==> src/hw/cache_pkg.sv <==
`default_nettype none

package cache_pkg;

    // geometry of the direct-mapped store
    localparam int cache_index_bits = 7;
    localparam int cache_tag_bits = 32 - cache_index_bits - 2;
    localparam int cache_lines = 1 << cache_index_bits;

    typedef logic [cache_index_bits-1:0] cache_index_t;
    typedef logic [cache_tag_bits-1:0] cache_tag_t;

    // address split into tag, index and byte offset
    typedef struct packed {
        cache_tag_t   tag;
        cache_index_t index;
        logic [1:0]   offset;
    } cache_addr_fields_t;

    // same 32-bit address seen as a word or as fields
    typedef union packed {
        logic [31:0]        word;
        cache_addr_fields_t fields;
    } cache_addr_t;

    // one stored row
    typedef struct packed {
        logic [31:0] data;
        cache_tag_t  tag;
        logic        valid;
        logic        dirty;
    } cache_line_t;

    // pipeline request
    typedef struct packed {
        logic        valid;
        logic        wen;
        cache_addr_t addr;
        logic [31:0] wdata;
    } cpu_req_t;

    // memory request from the controller
    typedef struct packed {
        logic        valid;
        logic        wen;
        cache_addr_t addr;
        logic [31:0] wdata;
    } mem_req_t;

    // memory response, valid is a one-cycle pulse
    typedef struct packed {
        logic        valid;
        logic [31:0] rdata;
    } mem_rsp_t;

    // single-cycle event pulses for the counters
    typedef struct packed {
        logic hit;
        logic miss;
        logic writeback;
    } cache_event_t;

    typedef struct packed {
        logic        psel;
        logic        penable;
        logic        pwrite;
        logic [7:0]  paddr;
        logic [31:0] pwdata;
    } apb_req_t;

    typedef struct packed {
        logic [31:0] prdata;
        logic        pready;
        logic        pslverr;
    } apb_rsp_t;

    // register map
    localparam logic [7:0] csr_ctrl_off = 8'h00;
    localparam logic [7:0] csr_hits_off = 8'h04;
    localparam logic [7:0] csr_misses_off = 8'h08;
    localparam logic [7:0] csr_wbacks_off = 8'h0C;

endpackage

`default_nettype wire

==> src/hw/cache_controller.sv <==
`default_nettype none

module cache_controller (
    input  logic                    clk,
    input  logic                    rst,
    input  logic                    enable,
    input  cache_pkg::cpu_req_t     cpu_req,
    output logic [31:0]             cpu_rdata,
    output logic                    cpu_stall,
    output cache_pkg::mem_req_t     mem_req,
    input  cache_pkg::mem_rsp_t     mem_rsp,
    output cache_pkg::cache_index_t lookup_index,
    input  cache_pkg::cache_line_t  lookup_line,
    output logic                    wr_en,
    output cache_pkg::cache_index_t wr_index,
    output cache_pkg::cache_line_t  wr_line,
    output cache_pkg::cache_event_t events
);

    typedef enum logic [2:0] {
        st_idle,
        st_wb,
        st_wb_wait,
        st_fill,
        st_fill_wait,
        st_unc_wait
    } state_t;

    state_t state_q;
    state_t state_d;

    logic                  hit;
    cache_pkg::cache_addr_t victim_addr;

    // request is held stable while stalled, so its index drives the store directly
    assign lookup_index = cpu_req.addr.fields.index;
    assign wr_index     = cpu_req.addr.fields.index;

    assign hit = lookup_line.valid && (lookup_line.tag == cpu_req.addr.fields.tag);

    // victim address rebuilt from the stored tag
    always_comb begin
        victim_addr.fields.tag    = lookup_line.tag;
        victim_addr.fields.index  = cpu_req.addr.fields.index;
        victim_addr.fields.offset = 2'b00;
    end

    always_ff @(posedge clk or posedge rst) begin
        if (rst) begin
            state_q <= st_idle;
        end else begin
            state_q <= state_d;
        end
    end

    always_comb begin
        state_d   = state_q;
        cpu_stall = 1'b0;
        cpu_rdata = lookup_line.data;
        mem_req   = '0;
        events    = '0;
        wr_en     = 1'b0;
        // default row is a store hit
        wr_line.data  = cpu_req.wdata;
        wr_line.tag   = cpu_req.addr.fields.tag;
        wr_line.valid = 1'b1;
        wr_line.dirty = 1'b1;

        case (state_q)
            st_idle: begin
                if (cpu_req.valid) begin
                    if (!enable) begin
                        // bypass the store entirely
                        cpu_stall = 1'b1;
                        state_d   = st_unc_wait;
                    end else if (hit) begin
                        events.hit = 1'b1;
                        wr_en      = cpu_req.wen;
                    end else begin
                        cpu_stall   = 1'b1;
                        events.miss = 1'b1;
                        if (lookup_line.valid && lookup_line.dirty) begin
                            state_d = st_wb;
                        end else begin
                            state_d = st_fill;
                        end
                    end
                end
            end

            st_wb, st_wb_wait: begin
                cpu_stall     = 1'b1;
                mem_req.valid = 1'b1;
                mem_req.wen   = 1'b1;
                mem_req.addr  = victim_addr;
                mem_req.wdata = lookup_line.data;
                if (mem_rsp.valid) begin
                    events.writeback = 1'b1;
                    state_d          = st_fill;
                end else begin
                    state_d = st_wb_wait;
                end
            end

            st_fill, st_fill_wait: begin
                cpu_stall     = 1'b1;
                mem_req.valid = 1'b1;
                mem_req.addr  = cpu_req.addr;
                if (mem_rsp.valid) begin
                    // clean line, the held request then hits in idle
                    wr_en         = 1'b1;
                    wr_line.data  = mem_rsp.rdata;
                    wr_line.dirty = 1'b0;
                    state_d       = st_idle;
                end else begin
                    state_d = st_fill_wait;
                end
            end

            st_unc_wait: begin
                mem_req.valid = 1'b1;
                mem_req.wen   = cpu_req.wen;
                mem_req.addr  = cpu_req.addr;
                mem_req.wdata = cpu_req.wdata;
                cpu_rdata     = mem_rsp.rdata;
                if (mem_rsp.valid) begin
                    state_d = st_idle;
                end else begin
                    cpu_stall = 1'b1;
                end
            end

            default: begin
                state_d = st_idle;
            end
        endcase
    end

endmodule

`default_nettype wire

==> config.mk <==
export PLATFORM = sky130hd
export DESIGN_NAME = cache_controller
export DESIGN_NICKNAME = d
export VERILOG_FILES = /design/src/hw/cache_pkg.sv /design/src/hw/cache_controller.sv
export SDC_FILE = /design/constraint.sdc
export NUM_CORES = 1
export LEC_CHECK = 0
export BUFFER_PORTS_ARGS = -buffer_cell sky130_fd_sc_hd__buf_4
export CORE_AREA = 10 10 121 123
export CTS_CLUSTER_DIAMETER = 80
export DETAILED_ROUTE_END_ITERATION = 10
export DIE_AREA = 0 0 131 133
export SYNTH_ARGS = -nofsm -noshare
export SYNTH_HDL_FRONTEND = slang
export SYNTH_SLANG_ARGS = --single-unit
==> constraint.sdc <==
create_clock -name clk -period 2.4 [get_ports clk]
set_clock_uncertainty 0.1 [all_clocks]
set_input_delay 0 -clock clk [delete_from_list [all_inputs] [get_ports clk]]
set_output_delay 0 -clock clk [all_outputs]
set_load 0.02 [all_outputs]
# Word-level counts from Yosys, hierarchy flattened
# Cells that the tools add are included.
# totals
ff_bits	3
in_bits	159
out_inout_bits	174
word_cells	50
# classes
n_eq_ne	9
n_mux	31
reduce_logical	9
# op_table
op	n
32-bit one-hot mux with 2 select lines	2
32-bit two-way mux	3
23-bit equality test	1
3-bit two-way mux	5
1-bit two-way mux	13
3-bit one-hot mux with 4 select lines	1
2-bit two-way mux	4
3-bit by 2-bit equality test with 1-bit output, second input constant	2
3-bit equality test, second input constant	2
5-bit OR reduction	1
2-bit != test, second input constant	2
1-bit one-hot mux with 2 select lines	2
2-bit OR reduction	2
4-bit OR reduction	1
3-bit by 1-bit equality test with 1-bit output, second input constant	1
3-bit logical NOT	1
3-bit != test, second input constant	1
1-bit one-hot mux with 3 select lines	1
3-bit AND reduction	1
3-bit OR reduction	1
1-bit logical AND	2

# Depth between registers and ports, before layout
# logic_depth
ltp_word	6
mapped_depth	7
mapped_depth_nobuf	4

# Worst setup path before layout
# No wires, ideal clock.
# synth_timing
path_kind	flip-flop to output port
start	reg state_q[1]
end	out events[1] (netlist name)
arrival_time_ns	1.585
required_ns	2.300
path_slack_ns	0.715
stages_incl_launch_ff	6
n_path_buf	1
cell_sequence	dfrtp_1 -> buf_6 -> nor3_1 -> inv_1 -> nor2_1 -> a21boi_0
# synth_lines
element	line	rtl
start: declaration	cache_controller.sv:29	state_t state_q;
start signal: assignment	cache_controller.sv:50	state_q <= st_idle;
start signal: assignment	cache_controller.sv:52	state_q <= state_d;
end: declaration	cache_controller.sv:17	output cache_pkg::cache_event_t events

==> impl_metrics.prom <==
# TYPE chip_impl_metric gauge
chip_impl_info{name="crit_path_frequent_cell",value="buf_4"} 1
chip_impl_metric{name="clock_pin_slew_worst_setup_and_hold_paths",unit="ns"} 0.03
chip_impl_metric{name="initial_antenna_violation_count",unit=""} 0
chip_impl_metric{name="seq_area_frac_synth",unit=""} 0.0314
chip_impl_metric{name="postLayoutSetupSlackWorst",unit="ns"} 0.228
chip_impl_metric{name="vias_per_cell",unit=""} 4.42
chip_impl_metric{name="chipWidth",unit="um"} 131
chip_impl_info{name="registers.top_by_ff_count",value="state_q"} 1
chip_impl_metric{name="critPathRequiredTime",unit="ns"} 2.30
chip_impl_info{name="endpoint_kind",value="output pin"} 1
chip_impl_metric{name="ys_async_sr_fraction",unit=""} 1.00
chip_impl_metric{name="postRouteAntennaNets",unit=""} 0
chip_impl_metric{name="postCtsHoldBufs",unit=""} 3
chip_impl_metric{name="final_period_minus_worst_setup_slack",unit="ns"} 2.17
chip_impl_metric{name="drv.max_cap_violation_count",unit=""} 0
chip_impl_metric{name="globalRouteTotalUtil",unit=""} 0.154
chip_impl_metric{name="fmaxAchievable",unit="MHz"} 460
chip_impl_info{name="critical_path.slowest_cell",value="dfrtp_1"} 1
chip_impl_metric{name="nets",unit=""} 774
chip_impl_metric{name="antenna_cells_inserted",unit=""} 0
chip_impl_info{name="cts_tree",value="built"} 1
chip_impl_metric{name="syn_nets",unit=""} 490
chip_impl_info{name="synth_top_cells_by_area",value="a22o_1, mux2_4, nand2_1"} 1
chip_impl_metric{name="number_of_sinks_driven_by_the_clock_tree",unit=""} 3
chip_impl_metric{name="slew-limit-headroom",unit=""} 0.643
chip_impl_metric{name="cts-root-to-sink-buffers",unit=""} 2
chip_impl_info{name="cp_cell_sequence",value="inv_1 -> nor3_1 -> o21a_2 -> buf_4 -> mux2_2 -> buf_4"} 1
chip_impl_metric{name="tritoncts.num_buffers",unit=""} 3
chip_impl_info{name="critical_path.startpoint_type",value="register"} 1
chip_impl_metric{name="grt_pass1_wl",unit="um"} 21600
chip_impl_metric{name="mappedNetlistArea",unit="mm2"} 0.00239
chip_impl_info{name="ys_flop_type",value="dfrtp_1"} 1
chip_impl_info{name="min_path_type",value="in2reg"} 1
chip_impl_metric{name="timing.critical_path.arrival",unit="ns"} 2.07
chip_impl_metric{name="core-area",unit="mm2"} 0.0124
chip_impl_info{name="cts_root_buffer",value="clkbuf_16"} 1
chip_impl_metric{name="largest_net_degree_at_the_start_of_global_routing",unit=""} 43
chip_impl_metric{name="port_buffers",unit=""} 331
chip_impl_metric{name="vias_in_the_first_global_route",unit=""} 3688
chip_impl_metric{name="wirelength",unit="um"} 14900
chip_impl_metric{name="avgSynthCellArea",unit="um2"} 7.22
chip_impl_metric{name="floorplan.io_pins",unit=""} 333
chip_impl_metric{name="powerDensity",unit="mW/mm2"} 1160
chip_impl_metric{name="register_area",unit="um2"} 75.1
chip_impl_metric{name="site_rows",unit=""} 41
chip_impl_info{name="most_used_cells_in_the_layout_excluding_fill_and_tap_cells",value="buf_4, nand2_1, a22o_1"} 1
chip_impl_metric{name="vias",unit=""} 3473
chip_impl_metric{name="slew_violations",unit=""} 0
chip_impl_metric{name="floorplan.die_area",unit="mm2"} 0.0174
chip_impl_metric{name="routed_wire_length_per_instance",unit="um"} 19.0
chip_impl_metric{name="critical_path.max_fanout",unit=""} 12
chip_impl_metric{name="cts_setup_buffers",unit=""} 0
chip_impl_metric{name="max_stage_delay",unit="ns"} 0.57
chip_impl_metric{name="synthToLayoutAreaGrowth",unit="%"} 103
chip_impl_metric{name="post_detailed_placement_half_perimeter_wirelength",unit="um"} 12900
chip_impl_metric{name="setup_tns_final",unit="ns"} 0
chip_impl_metric{name="global_route.overflow_total",unit=""} 0
chip_impl_metric{name="fillers",unit=""} 1295
chip_impl_metric{name="number_of_flip_flops_and_latches_in_the_synthesized_netlist",unit=""} 3
chip_impl_metric{name="finalWeightedCongestion",unit=""} 0.915
chip_impl_metric{name="worstMarginPinSlew",unit="ns"} 0.531
chip_impl_metric{name="multiInputGateArea",unit="mm2"} 0.00185
chip_impl_metric{name="finalCritPeriodShare",unit=""} 0.905
chip_impl_metric{name="firstDrtPassIters",unit=""} 5
chip_impl_metric{name="detail_route.drc_violations",unit=""} 0
chip_impl_info{name="post-synth-top-area-cell",value="a22o_1"} 1
chip_impl_metric{name="number_of_library_cell_types_mapped_by_synthesis",unit=""} 33
chip_impl_metric{name="first_iter_violations",unit=""} 282
chip_impl_metric{name="setup_viol_count_final",unit=""} 0
chip_impl_metric{name="pre_cts_slack",unit="ns"} 0.468
chip_impl_info{name="criticalPathCategory",value="reg2out"} 1
chip_impl_info{name="outcome",value="completed"} 1
chip_impl_metric{name="initial_utilization",unit=""} 0.193
chip_impl_metric{name="ys_warn_count",unit=""} 0
chip_impl_info{name="rsz0062_at_grt",value="false"} 1
chip_impl_metric{name="vdd_drop_max",unit="uV"} 438
chip_impl_info{name="biggestRegsByFlops",value="state_q (3)"} 1
chip_impl_metric{name="cts.repair.resized",unit=""} 0
chip_impl_metric{name="synth_largest_type_area_fraction",unit=""} 0.201
chip_impl_metric{name="clk-insertion-delay-late",unit="ns"} 0.23
chip_impl_metric{name="die_h",unit="um"} 133
chip_impl_metric{name="largest_register_ff_count",unit=""} 3
chip_impl_metric{name="number_of_enable_type_register_cells_in_the_synthesized_netlist",unit=""} 0
chip_impl_metric{name="clock_tree.htree_level_count",unit=""} 1
chip_impl_metric{name="power_leakage",unit="nW"} 2.61
chip_impl_info{name="layout.cells.most_common",value="buf_4"} 1
chip_impl_metric{name="proportion_of_layout_cells_with_a_drive_suffix_above_1",unit=""} 0.619
chip_impl_metric{name="final_hold_viol_count",unit=""} 0
chip_impl_metric{name="synth_cells",unit=""} 331
-- path summary, 6_finish.rpt --
| path | cells past startpoint | end | slack [ns] | startpoint |
|---|---|---|---|---|
| worst max-delay path | 6 | wr_line[26] | 0.23 | state_q[2] |
| worst min-delay path | 3 | state_q[0] | 0.06 | cpu_req[65] |
| worst max register to register | 5 | state_q[1] | 0.73 | state_q[1] |
| worst min register to register | 1 | state_q[2] | 0.63 | state_q[1] |
| max in group asynchronous | 3 | state_q[2] | 1.96 | rst |
| min in group asynchronous | 3 | state_q[0] | 0.11 | rst |
-- layer usage --
layer / vias to the layer above / routed length, um / GRT usage
met3: 7 / 1390 / 0.0408
met1: 1611 / 5320 / 0.166
met4: 0 / 78 / 0.0148
li1: 1685 / - / -
met5: - / 0 / 0
met2: 170 / 8120 / 0.297
-- synthesized netlist by cell type (2+ instances only) --
| library cell | n |
|---|---|
| clkbuf_1 | 5 |
| nor3_1 | 2 |
| o22ai_1 | 2 |
| buf_4 | 42 |
| nand4_1 | 6 |
| xnor2_1 | 24 |
| a41oi_1 | 2 |
| buf_6 | 6 |
| mux2_4 | 28 |
| dfrtp_1 | 3 |
| and2_1 | 10 |
| nor2_1 | 4 |
| nand2_1 | 100 |
| buf_2 | 10 |
| a21oi_1 | 6 |
| mux2_2 | 4 |
| a21boi_0 | 2 |
| a22o_1 | 55 |
| inv_1 | 6 |
-- layout make-up --
type,instances,share of cell area
Clock buffer,4,0.0163
Inverter,7,0.00542
Multi-Input combinational cell,258,0.382
Sequential cell,3,0.0155
Tap cell,172,0.0444
Timing Repair Buffer,342,0.537
-- report_power, final --
part / switching [mW] / internal, mW / total (mW)
registers: 0.0792 / 0.0753 / 0.155
logic: 2.87 / 2.31 / 5.18
clock network: 0.0497 / 0.220 / 0.269
-- per-stage QoR --
step / std cells / instance area (um2) / total power, mW / hold WS [ns] / util
2_1_floorplan: 331 / 2390 / 3.28 / -0.346 / -
3_3_place_gp: 779 / 4730 / 5.36 / -0.220 / 0.383
3_5_place_dp: 779 / 4730 / 5.37 / -0.217 / 0.383
4_1_cts: 786 / 4840 / 5.67 / 0.0542 / 0.392
5_1_grt: 786 / 4840 / 5.93 / 0.122 / 0.392
6_report: 786 / 4840 / 5.60 / 0.0562 / 0.392
-- cells by family (layout without fill, tap and decap cells) --
logic type / after synthesis / after routing / share of synthesized area
other: 1 / 1 / 0.00157
AOI/OAI and AO/OA: 72 / 72 / 0.248
DFF: 3 / 3 / 0.0314
buffers and inverters: 70 / 353 / 0.200
xor gates and xnor gates: 25 / 25 / 0.0916
muxes: 32 / 32 / 0.195
and+or+nand+nor: 128 / 128 / 0.233
-- critical path, delay by kind of cell (launching register included) --
kind,cells,cell delay (ns)
DFF,1,0.57
buffers and inverters,3,0.54
muxes,1,0.37
AOI/OAI and AO/OA,1,0.18
and+or+nand+nor,1,0.17
Power figures use the tool's default switching activity.
