==> src/hw/cache_pkg.sv <==
`default_nettype none

package cache_pkg;

    // geometry of the direct-mapped store
    localparam int cache_index_bits = 7;
    localparam int cache_tag_bits = 32 - cache_index_bits - 2;
    localparam int cache_lines = 1 << cache_index_bits;

    typedef logic [cache_index_bits-1:0] cache_index_t;
    typedef logic [cache_tag_bits-1:0] cache_tag_t;

    // address split into tag, index and byte offset
    typedef struct packed {
        cache_tag_t   tag;
        cache_index_t index;
        logic [1:0]   offset;
    } cache_addr_fields_t;

    // same 32-bit address seen as a word or as fields
    typedef union packed {
        logic [31:0]        word;
        cache_addr_fields_t fields;
    } cache_addr_t;

    // one stored row
    typedef struct packed {
        logic [31:0] data;
        cache_tag_t  tag;
        logic        valid;
        logic        dirty;
    } cache_line_t;

    // pipeline request
    typedef struct packed {
        logic        valid;
        logic        wen;
        cache_addr_t addr;
        logic [31:0] wdata;
    } cpu_req_t;

    // memory request from the controller
    typedef struct packed {
        logic        valid;
        logic        wen;
        cache_addr_t addr;
        logic [31:0] wdata;
    } mem_req_t;

    // memory response, valid is a one-cycle pulse
    typedef struct packed {
        logic        valid;
        logic [31:0] rdata;
    } mem_rsp_t;

    // single-cycle event pulses for the counters
    typedef struct packed {
        logic hit;
        logic miss;
        logic writeback;
    } cache_event_t;

    typedef struct packed {
        logic        psel;
        logic        penable;
        logic        pwrite;
        logic [7:0]  paddr;
        logic [31:0] pwdata;
    } apb_req_t;

    typedef struct packed {
        logic [31:0] prdata;
        logic        pready;
        logic        pslverr;
    } apb_rsp_t;

    // register map
    localparam logic [7:0] csr_ctrl_off = 8'h00;
    localparam logic [7:0] csr_hits_off = 8'h04;
    localparam logic [7:0] csr_misses_off = 8'h08;
    localparam logic [7:0] csr_wbacks_off = 8'h0C;

endpackage

`default_nettype wire

==> src/hw/cache_csr.sv <==
`default_nettype none

module cache_csr (
    input  logic                    clk,
    input  logic                    rst,
    input  cache_pkg::apb_req_t     apb_req,
    output cache_pkg::apb_rsp_t     apb_rsp,
    output logic                    enable,
    input  cache_pkg::cache_event_t events
);

    // counter slots
    localparam int hit_cnt = 0;
    localparam int miss_cnt = 1;
    localparam int wback_cnt = 2;

    logic             access;
    logic             wr_access;
    logic             ctrl_sel;
    logic             mapped;
    logic             clear;
    logic [2:0]       event_vec;
    logic [2:0][31:0] counter_q;

    // access phase of an APB transfer
    assign access    = apb_req.psel && apb_req.penable;
    assign wr_access = access && apb_req.pwrite;
    assign ctrl_sel  = (apb_req.paddr == cache_pkg::csr_ctrl_off);

    always_comb begin
        mapped = (apb_req.paddr == cache_pkg::csr_ctrl_off)
              || (apb_req.paddr == cache_pkg::csr_hits_off)
              || (apb_req.paddr == cache_pkg::csr_misses_off)
              || (apb_req.paddr == cache_pkg::csr_wbacks_off);
    end

    // bit1 of ctrl is a strobe and is never stored
    assign clear = wr_access && ctrl_sel && apb_req.pwdata[1];

    always_comb begin
        event_vec[hit_cnt]   = events.hit;
        event_vec[miss_cnt]  = events.miss;
        event_vec[wback_cnt] = events.writeback;
    end

    always_ff @(posedge clk or posedge rst) begin
        if (rst) begin
            enable <= 1'b0;
        end else if (wr_access && ctrl_sel) begin
            enable <= apb_req.pwdata[0];
        end
    end

    // clear takes priority over a same-cycle event
    always_ff @(posedge clk or posedge rst) begin
        if (rst) begin
            counter_q <= '0;
        end else begin
            for (int i = 0; i < 3; i++) begin
                if (clear) begin
                    counter_q[i] <= '0;
                end else if (event_vec[i]) begin
                    counter_q[i] <= counter_q[i] + 32'd1;
                end
            end
        end
    end

    // zero wait states
    always_comb begin
        apb_rsp.pready  = apb_req.psel;
        apb_rsp.pslverr = access && !mapped;
        case (apb_req.paddr)
            cache_pkg::csr_ctrl_off: begin
                apb_rsp.prdata = {31'b0, enable};
            end
            cache_pkg::csr_hits_off: begin
                apb_rsp.prdata = counter_q[hit_cnt];
            end
            cache_pkg::csr_misses_off: begin
                apb_rsp.prdata = counter_q[miss_cnt];
            end
            cache_pkg::csr_wbacks_off: begin
                apb_rsp.prdata = counter_q[wback_cnt];
            end
            default: begin
                apb_rsp.prdata = '0;
            end
        endcase
    end

endmodule

`default_nettype wire

==> config.mk <==
export PLATFORM = sky130hd
export DESIGN_NAME = cache_csr
export DESIGN_NICKNAME = d
export VERILOG_FILES = /design/src/hw/cache_pkg.sv /design/src/hw/cache_csr.sv
export SDC_FILE = /design/constraint.sdc
export NUM_CORES = 1
export LEC_CHECK = 0
export BUFFER_PORTS_ARGS = -buffer_cell sky130_fd_sc_hd__buf_2
export CAP_MARGIN = 20
export CORE_MARGIN = 5
export CORE_UTILIZATION = 45
export DETAILED_ROUTE_END_ITERATION = 8
export PLACE_DENSITY_LB_ADDON = 0.12
export SYNTH_ARGS = -nofsm -noshare
export SYNTH_HDL_FRONTEND = slang
export SYNTH_SLANG_ARGS = --single-unit
==> constraint.sdc <==
create_clock -name clk -period 3.6 [get_ports clk]
set_clock_uncertainty 0.05 [all_clocks]
set_input_delay 0.72 -clock clk [delete_from_list [all_inputs] [get_ports clk]]
set_output_delay 0.72 -clock clk [all_outputs]
set_load 0.05 [all_outputs]
* Word level (Yosys, flattened, before mapping)
Cells that the tools add are included.
Storage, ports and cells: logic and storage cells 30, bits in registers 97, output and inout bits 35, input bits 48
Cells by class: reduce and logical (&&, ||, !) cells 13, mux-type cells 7, equality and inequality tests 3, add/sub/neg operators 3
Operators by type and width (count):
- 32-bit 2-to-1 mux | 6
- 32-bit one-hot mux with 4 select lines | 1
- 32-bit by 1-bit adder with 32-bit output, second input constant | 3
- 8-bit by 4-bit equality test with 1-bit output, second input constant | 2
- 8-bit by 3-bit equality test with 1-bit output, second input constant | 1
- 8-bit logical NOT | 1
- 2-bit nonzero test | 3
- 1-bit logical AND | 5
- 1-bit logical OR | 3
- 1-bit logical NOT | 1

* Longest topological paths before layout
Gate-level depths: netlist of the first run.
depth after elaboration 6, gate-level depth with buffers 8

* Worst setup path after synthesis of the first run
OpenSTA, ideal clock, no wires.
path kind input-to-output, from input apb_req[35] (netlist bit), to output apb_rsp[14] (netlist bit), path slack 532 ps, arrival 2298 ps, path buffers 2, stages on the path 5, path through clkbuf_1 nor2b_1 clkbuf_1 a22oi_1 nor2_1
RTL lines:
- start: declaration | RTL line cache_csr.sv:6 | input cache_pkg::apb_req_t apb_req,
- end: declaration | RTL line cache_csr.sv:7 | output cache_pkg::apb_rsp_t apb_rsp,

==> results of run 1 <==
[through the flow]
stage	hold slack [ns]	power [W]
global placement	0.484	0.00181
detailed placement	0.501	0.00183
floorplan	0.459	0.00168
CTS	0.459	0.00271
global route	0.492	0.00283
finish	0.428	0.00269
[cells in the mapped netlist (2+ instances only)]
library cell	number
dfrtp_1	97
or2_2	2
xnor2_1	18
and2_1	4
nor4_1	8
a21oi_1	54
mux2_2	30
a22oi_1	31
nand4_1	22
and4_1	7
or4_1	44
nand3_1	29
nor3_1	8
ha_1	3
nand2_1	34
clkbuf_1	33
nor2_1	73
mux2i_1	7
o31ai_1	40
o21ai_0	19
buf_2	6
or4b_1	2
and3_1	11
or3_1	15
buf_1	4
o21bai_1	4
inv_1	15
xor2_1	16
[path summary, 6_finish.rpt]
path	slack, ns	from	depth (start not counted)	endpoint
setup / recovery	0.55	apb_req[35]	6	apb_rsp[19]
hold / removal	0.43	rst	2	counter_q[86]
setup reg to reg	0.96	counter_q[0]	5	counter_q[26]
hold reg to reg	0.51	counter_q[31]	2	counter_q[31]
max in group asynchronous	2.28	rst	3	counter_q[3]
min in group clk	0.51	counter_q[31]	2	counter_q[31]
[sequential cells by signal, indices dropped and copies added, names as in the netlist]
| name | cells |
|---|---|
| enable | 1 |
| counter_q | 96 |
[power by group through the flow]
| stage | registers [W] | clock network [W] | logic [W] |
|---|---|---|---|
| floorplan | 0.00135 | 0 | 0.000330 |
| global placement | 0.00140 | 0 | 0.000404 |
| detailed placement | 0.00141 | 0 | 0.000417 |
| CTS | 0.00139 | 0.000897 | 0.000420 |
| global route | 0.00141 | 0.000942 | 0.000470 |
| finish | 0.00139 | 0.000881 | 0.000413 |
[worst max-delay path, stage by stage]
cell and delay [ns]:
buf_2 0.34, buf_4 0.35, mux2_2 0.38, a22oi_1 0.18, nor2_1 0.08, buf_2 0.23
[cell type report]
type / instances / area (um^2)
clock inverter: 1 / 5.00
inverter: 16 / 62.6
sequential: 97 / 2430
fill: 1225 / 6180
clock buffer: 12 / 246
timing repair buffer: 61 / 353
tap: 172 / 215
multi-input combinational: 491 / 3180
[kinds of logic (layout without fill, tap and decap cells)]
logic type / count (synthesis) / count (layout) / synth area share (%)
and+or+nand+nor: 265 / 265 / 24.8
AOI/OAI and AO/OA: 151 / 151 / 16.3
DFF: 97 / 97 / 41.5
buffers and inverters: 61 / 90 / 4.24
muxes: 38 / 38 / 7.36
xor gates and xnor gates: 34 / 34 / 5.09
adders and majority gates: 3 / 3 / 0.642
[metal layers]
layer  up-vias  wire length [um]  track usage, %
met1      2557              7180            28.9
met5         -                 0               0
met3        28               764            4.41
li1       2483                 -               -
met4         0               459            8.90
met2       147              7300            33.5
==> results.sh, run 1 <==
export IMPL_endpoint_kind="output port"
export IMPL_final_common_cell="dfrtp_1"
export IMPL_clock_fmax_mhz=327
export IMPL_dpl_cell_area_um2=6240
export IMPL_tightest_slew_ns=0.710
export IMPL_syn_avg_cell_area_um2=9.01
export IMPL_gp_congestion=0.838
export IMPL_maxSlewViolCount=0
export IMPL_p_sw_w=0.000819
export IMPL_stdcell_count=850
export IMPL_boundaryPins=83
export IMPL_avgRoutedWirePerCell_um=18.5
export IMPL_peakVddDrop_v=0.000339
export IMPL_fin_crit_ns=3.05
export IMPL_grt_overflow=0
export IMPL_area_growth_pct=11.0
export IMPL_synth_top_area_cell="dfrtp_1"
export IMPL_switching_share_pct=30.5
export IMPL_ys_seq_elements=97
export IMPL_setup_ws_ns=0.546
export IMPL_required_ns=2.83
export IMPL_ctsResizeCount=0
export IMPL_preCtsSetupSlack_ns=0.569
export IMPL_layout_worst_path_cycle_share_pct=84.8
export IMPL_cts_htree_levels=3
export IMPL_synth_top_area_share_pct=41.5
export IMPL_critPathMaxFanout=20
export IMPL_grt_max_degree=68
export IMPL_final_cell_area_um2=6490
export IMPL_vias=5215
export IMPL_hold_viol=0
export IMPL_rsz0062_at_grt="false"
export IMPL_dp_cells=837
export IMPL_dpl_hpwl_um=11000
export IMPL_antenna_found_initial=0
export IMPL_clock_sinks=97
export IMPL_fin_util_pct=51.2
export IMPL_startpoint_type="primary input"
export IMPL_arrival_ns=2.28
export IMPL_relSlewSlack_pct=52.7
export IMPL_ctsHoldBuffers=0
export IMPL_die_height_um=124
export IMPL_ys_seq_area_share_pct=41.5
export IMPL_core_area_um2=12700
export IMPL_cts_buffer_depth=2
export IMPL_grt_use_total_pct=21.4
export IMPL_diodes=0
export IMPL_synthesis_nets=700
export IMPL_grt_pass1_wl_um=25300
export IMPL_synth_area_um2=5850
export IMPL_grt_pass1_vias=4911
export IMPL_leakage_nw=2.57
export IMPL_dieArea_um2=15400
export IMPL_internal_power_w=0.00187
export IMPL_power_per_cell_area_nw_per_um2=414
export IMPL_cts_tree="done"
export IMPL_start_util_pct=46.1
export IMPL_ys_types=41
export IMPL_fp_dieW_um=124
export IMPL_portBuffers=52
export IMPL_pwr_share_seq_pct=51.8
export IMPL_cap_violations=0
export IMPL_pwr_share_clk_pct=32.8
export IMPL_dominantRegCellSynth="dfrtp_1"
export IMPL_wirelength_um=15700
export IMPL_synth_warnings=0
export IMPL_clkTransAtPathRegs_ns=0.06
export IMPL_postRouteAntennaNets=0
export IMPL_finalSetupViolCount=0
export IMPL_cts_setup_buffers=0
export IMPL_drt_iter0_markers=397
export IMPL_clkLatencyLatePin_ns=0.35
export IMPL_vias_per_cell=6.14
export IMPL_clock_root_buffer="clkbuf_16"
export IMPL_numCtsBuffers=9
export IMPL_critPathKind="in -> out"
export IMPL_synthCells=649
export IMPL_drive_above_1_share_pct=16.2
export IMPL_synth_edff_count=0
export IMPL_synthArstFlopShare_pct=100
export IMPL_synth_area_leaders="dfrtp_1, mux2_2, or4_1"
export IMPL_status="completed"
export IMPL_first_pass_iters=4
export IMPL_drcViolationCount=0
export IMPL_final_cell_mix="dfrtp_1, nor2_1, a21oi_1, buf_2, or4_1"
export IMPL_pwr_share_comb_pct=15.4
export IMPL_setup_tns_ns=0
export IMPL_fin_nets=727
export IMPL_holdCritPathClass="in -> async"
export IMPL_row_count=41
Note: power is estimated with default switching activity, not from simulation.
==> run 2: changes to the inputs <==
==> constraint.sdc (replaced) <==
create_clock -name clk -period 2.59 [get_ports clk]
set_clock_uncertainty 0.05 [all_clocks]
set_input_delay 0.518 -clock clk [delete_from_list [all_inputs] [get_ports clk]]
set_output_delay 0.518 -clock clk [all_outputs]
set_load 0.05 [all_outputs]
==> run 2 against run 1 <==
Compared with the run above:
- cell area is 4.0% higher
- via count is 0.67% higher
- wire length is 0.68% higher
- sequential share of layout area is 1.4 points lower
- critical path depth stayed put
- sequential power is 39% higher
- global-route usage is 0.11 points higher
- critical endpoint is now apb_rsp[14]
- register-to-register slack worse by 0.75 ns
- first-iteration DRC count is 25% higher
==> results.sh, run 2 (synthesis results as in run 1) <==
export IMPL_pwr_share_clk_pct=32.8
export IMPL_internal_power_w=0.00261
export IMPL_pwr_share_comb_pct=16.2
export IMPL_numCtsBuffers=9
export IMPL_fill_cells=1203
export IMPL_drcViolationCount=0
export IMPL_peakVddDrop_v=0.000418
export IMPL_top_register="counter_q"
export IMPL_cts_htree_levels=3
export IMPL_diodes=0
export IMPL_vias_per_cell=6.06
export IMPL_cts_setup_buffers=0
export IMPL_fin_crit_ns=2.43
export IMPL_p_total_w=0.00379
export IMPL_first_pass_iters=6
export IMPL_critPathKind="in -> out"
export IMPL_vias=5250
export IMPL_largest_reg_flops=96
export IMPL_ctsHoldBuffers=0
export IMPL_critPathMaxFanout=32
export IMPL_dpl_hpwl_um=11200
export IMPL_pwr_share_seq_pct=51.0
export IMPL_dieArea_um2=15400
export IMPL_wirelength_um=15800
export IMPL_portBuffers=52
export IMPL_leakage_nw=2.65
export IMPL_grt_pass1_vias=4947
export IMPL_maxSlewViolCount=0
export IMPL_die_height_um=124
export IMPL_grt_util_met2_pct=34.4
export IMPL_drt_iter0_markers=497
export IMPL_required_ns=2.02
export IMPL_preCtsSetupSlack_ns=0.161
export IMPL_avgRoutedWirePerCell_um=18.2
export IMPL_tightest_slew_ns=0.573
export IMPL_clock_fmax_mhz=412
export IMPL_setup_ws_ns=0.160
export IMPL_ctsResizeCount=0
export IMPL_endpoint_kind="output port"
export IMPL_relSlewSlack_pct=61.7
export IMPL_clkTransAtPathRegs_ns=0.07
export IMPL_antenna_found_initial=0
export IMPL_drive_above_1_share_pct=22.7
export IMPL_start_util_pct=46.1
export IMPL_boundaryPins=83
export IMPL_fp_dieW_um=124
export IMPL_area_growth_pct=15.5
export IMPL_core_area_um2=12700
export IMPL_grt_pass1_wl_um=25800
export IMPL_setup_tns_ns=0
export IMPL_clkLatencyLatePin_ns=0.35
export IMPL_layout_worst_path_cycle_share_pct=93.8
export IMPL_final_cell_mix="dfrtp_1, a21oi_1, buf_2, or4_1, nor2_1"
export IMPL_grt_use_total_pct=21.5
export IMPL_use_met3_pct=3.27
export IMPL_fin_util_pct=53.3
export IMPL_postRouteAntennaNets=0
export IMPL_cts_tree="done"
export IMPL_grt_overflow=0
export IMPL_gp_congestion=0.817
export IMPL_clock_sinks=97
export IMPL_status="completed"
export IMPL_grt_busiest_layer="met2"
export IMPL_grt_max_degree=60
export IMPL_row_count=41
export IMPL_switching_share_pct=31.2
export IMPL_clock_root_buffer="clkbuf_16"
export IMPL_arrival_ns=1.86
export IMPL_reg_top3="counter_q (96), enable (1)"
export IMPL_power_per_cell_area_nw_per_um2=561
export IMPL_fin_nets=741
export IMPL_rsz0062_at_grt="false"
export IMPL_final_common_cell="dfrtp_1"
export IMPL_p_sw_w=0.00118
export IMPL_cap_violations=0
export IMPL_hold_viol=0
export IMPL_startpoint_type="primary input"
export IMPL_finalSetupViolCount=0
export IMPL_cts_buffer_depth=2
export IMPL_holdCritPathClass="in -> async"
export IMPL_grt_use_met1_pct=29.5
==> run 2: critical path: stages <==
cell,delay (ns)
buf_2,0.10
nor4_1,0.47
nand2_2,0.13
buf_12,0.20
nor2_2,0.15
buf_2,0.28
==> run 2: layout make-up <==
type                       instances  area, um^2  area share, %
clock buffer                      11         233           3.45
clock inverter                     5        32.5          0.482
inverter                          16        63.8          0.945
multi-input combinational        491        3260           48.3
sequential                        97        2430           36.0
tap                              172         215           3.19
timing repair buffer              75         520           7.71
==> run 2: power groups by stage <==
| stage | Clock (W) | Combinational [W] | Sequential [W] |
|---|---|---|---|
| floorplan | 0 | 0.000466 | 0.00188 |
| global placement | 0 | 0.000606 | 0.00194 |
| detailed placement | 0 | 0.000621 | 0.00196 |
| CTS | 0.00127 | 0.000626 | 0.00193 |
| global route | 0.00132 | 0.000707 | 0.00196 |
| finish | 0.00124 | 0.000614 | 0.00193 |
==> run 2: routing by layer <==
metal / part of all wire [%] / vias to the layer above
li1: - / 2515
met1: 45 / 2573
met2: 48 / 139
met3: 4.4 / 23
met4: 2.3 / 0
met5: 0 / -
==> run 2: stage by stage <==
stage | std cells | hold WS, ns | instance area (um^2)
after detailed placement | 851 | 0.470 | 6480
final | 867 | 0.178 | 6750
after global routing | 867 | 0.207 | 6750
after global placement | 851 | 0.469 | 6480
after floorplan | 649 | 0.459 | 5920
after CTS | 867 | 0.189 | 6750
==> run 2: path summary, 6_finish.rpt <==
check                                   start            end  slack, ns  cells past startpoint
min in group clk                   apb_req[0]         enable       0.35                      2
worst max-delay path              apb_req[33]    apb_rsp[14]       0.16                      6
worst min-delay path                      rst  counter_q[93]       0.18                      2
worst max register to register  counter_q[64]  counter_q[84]       0.21                      6
max in group asynchronous                 rst  counter_q[23]       1.72                      3
worst min register to register         enable         enable       0.49                      1
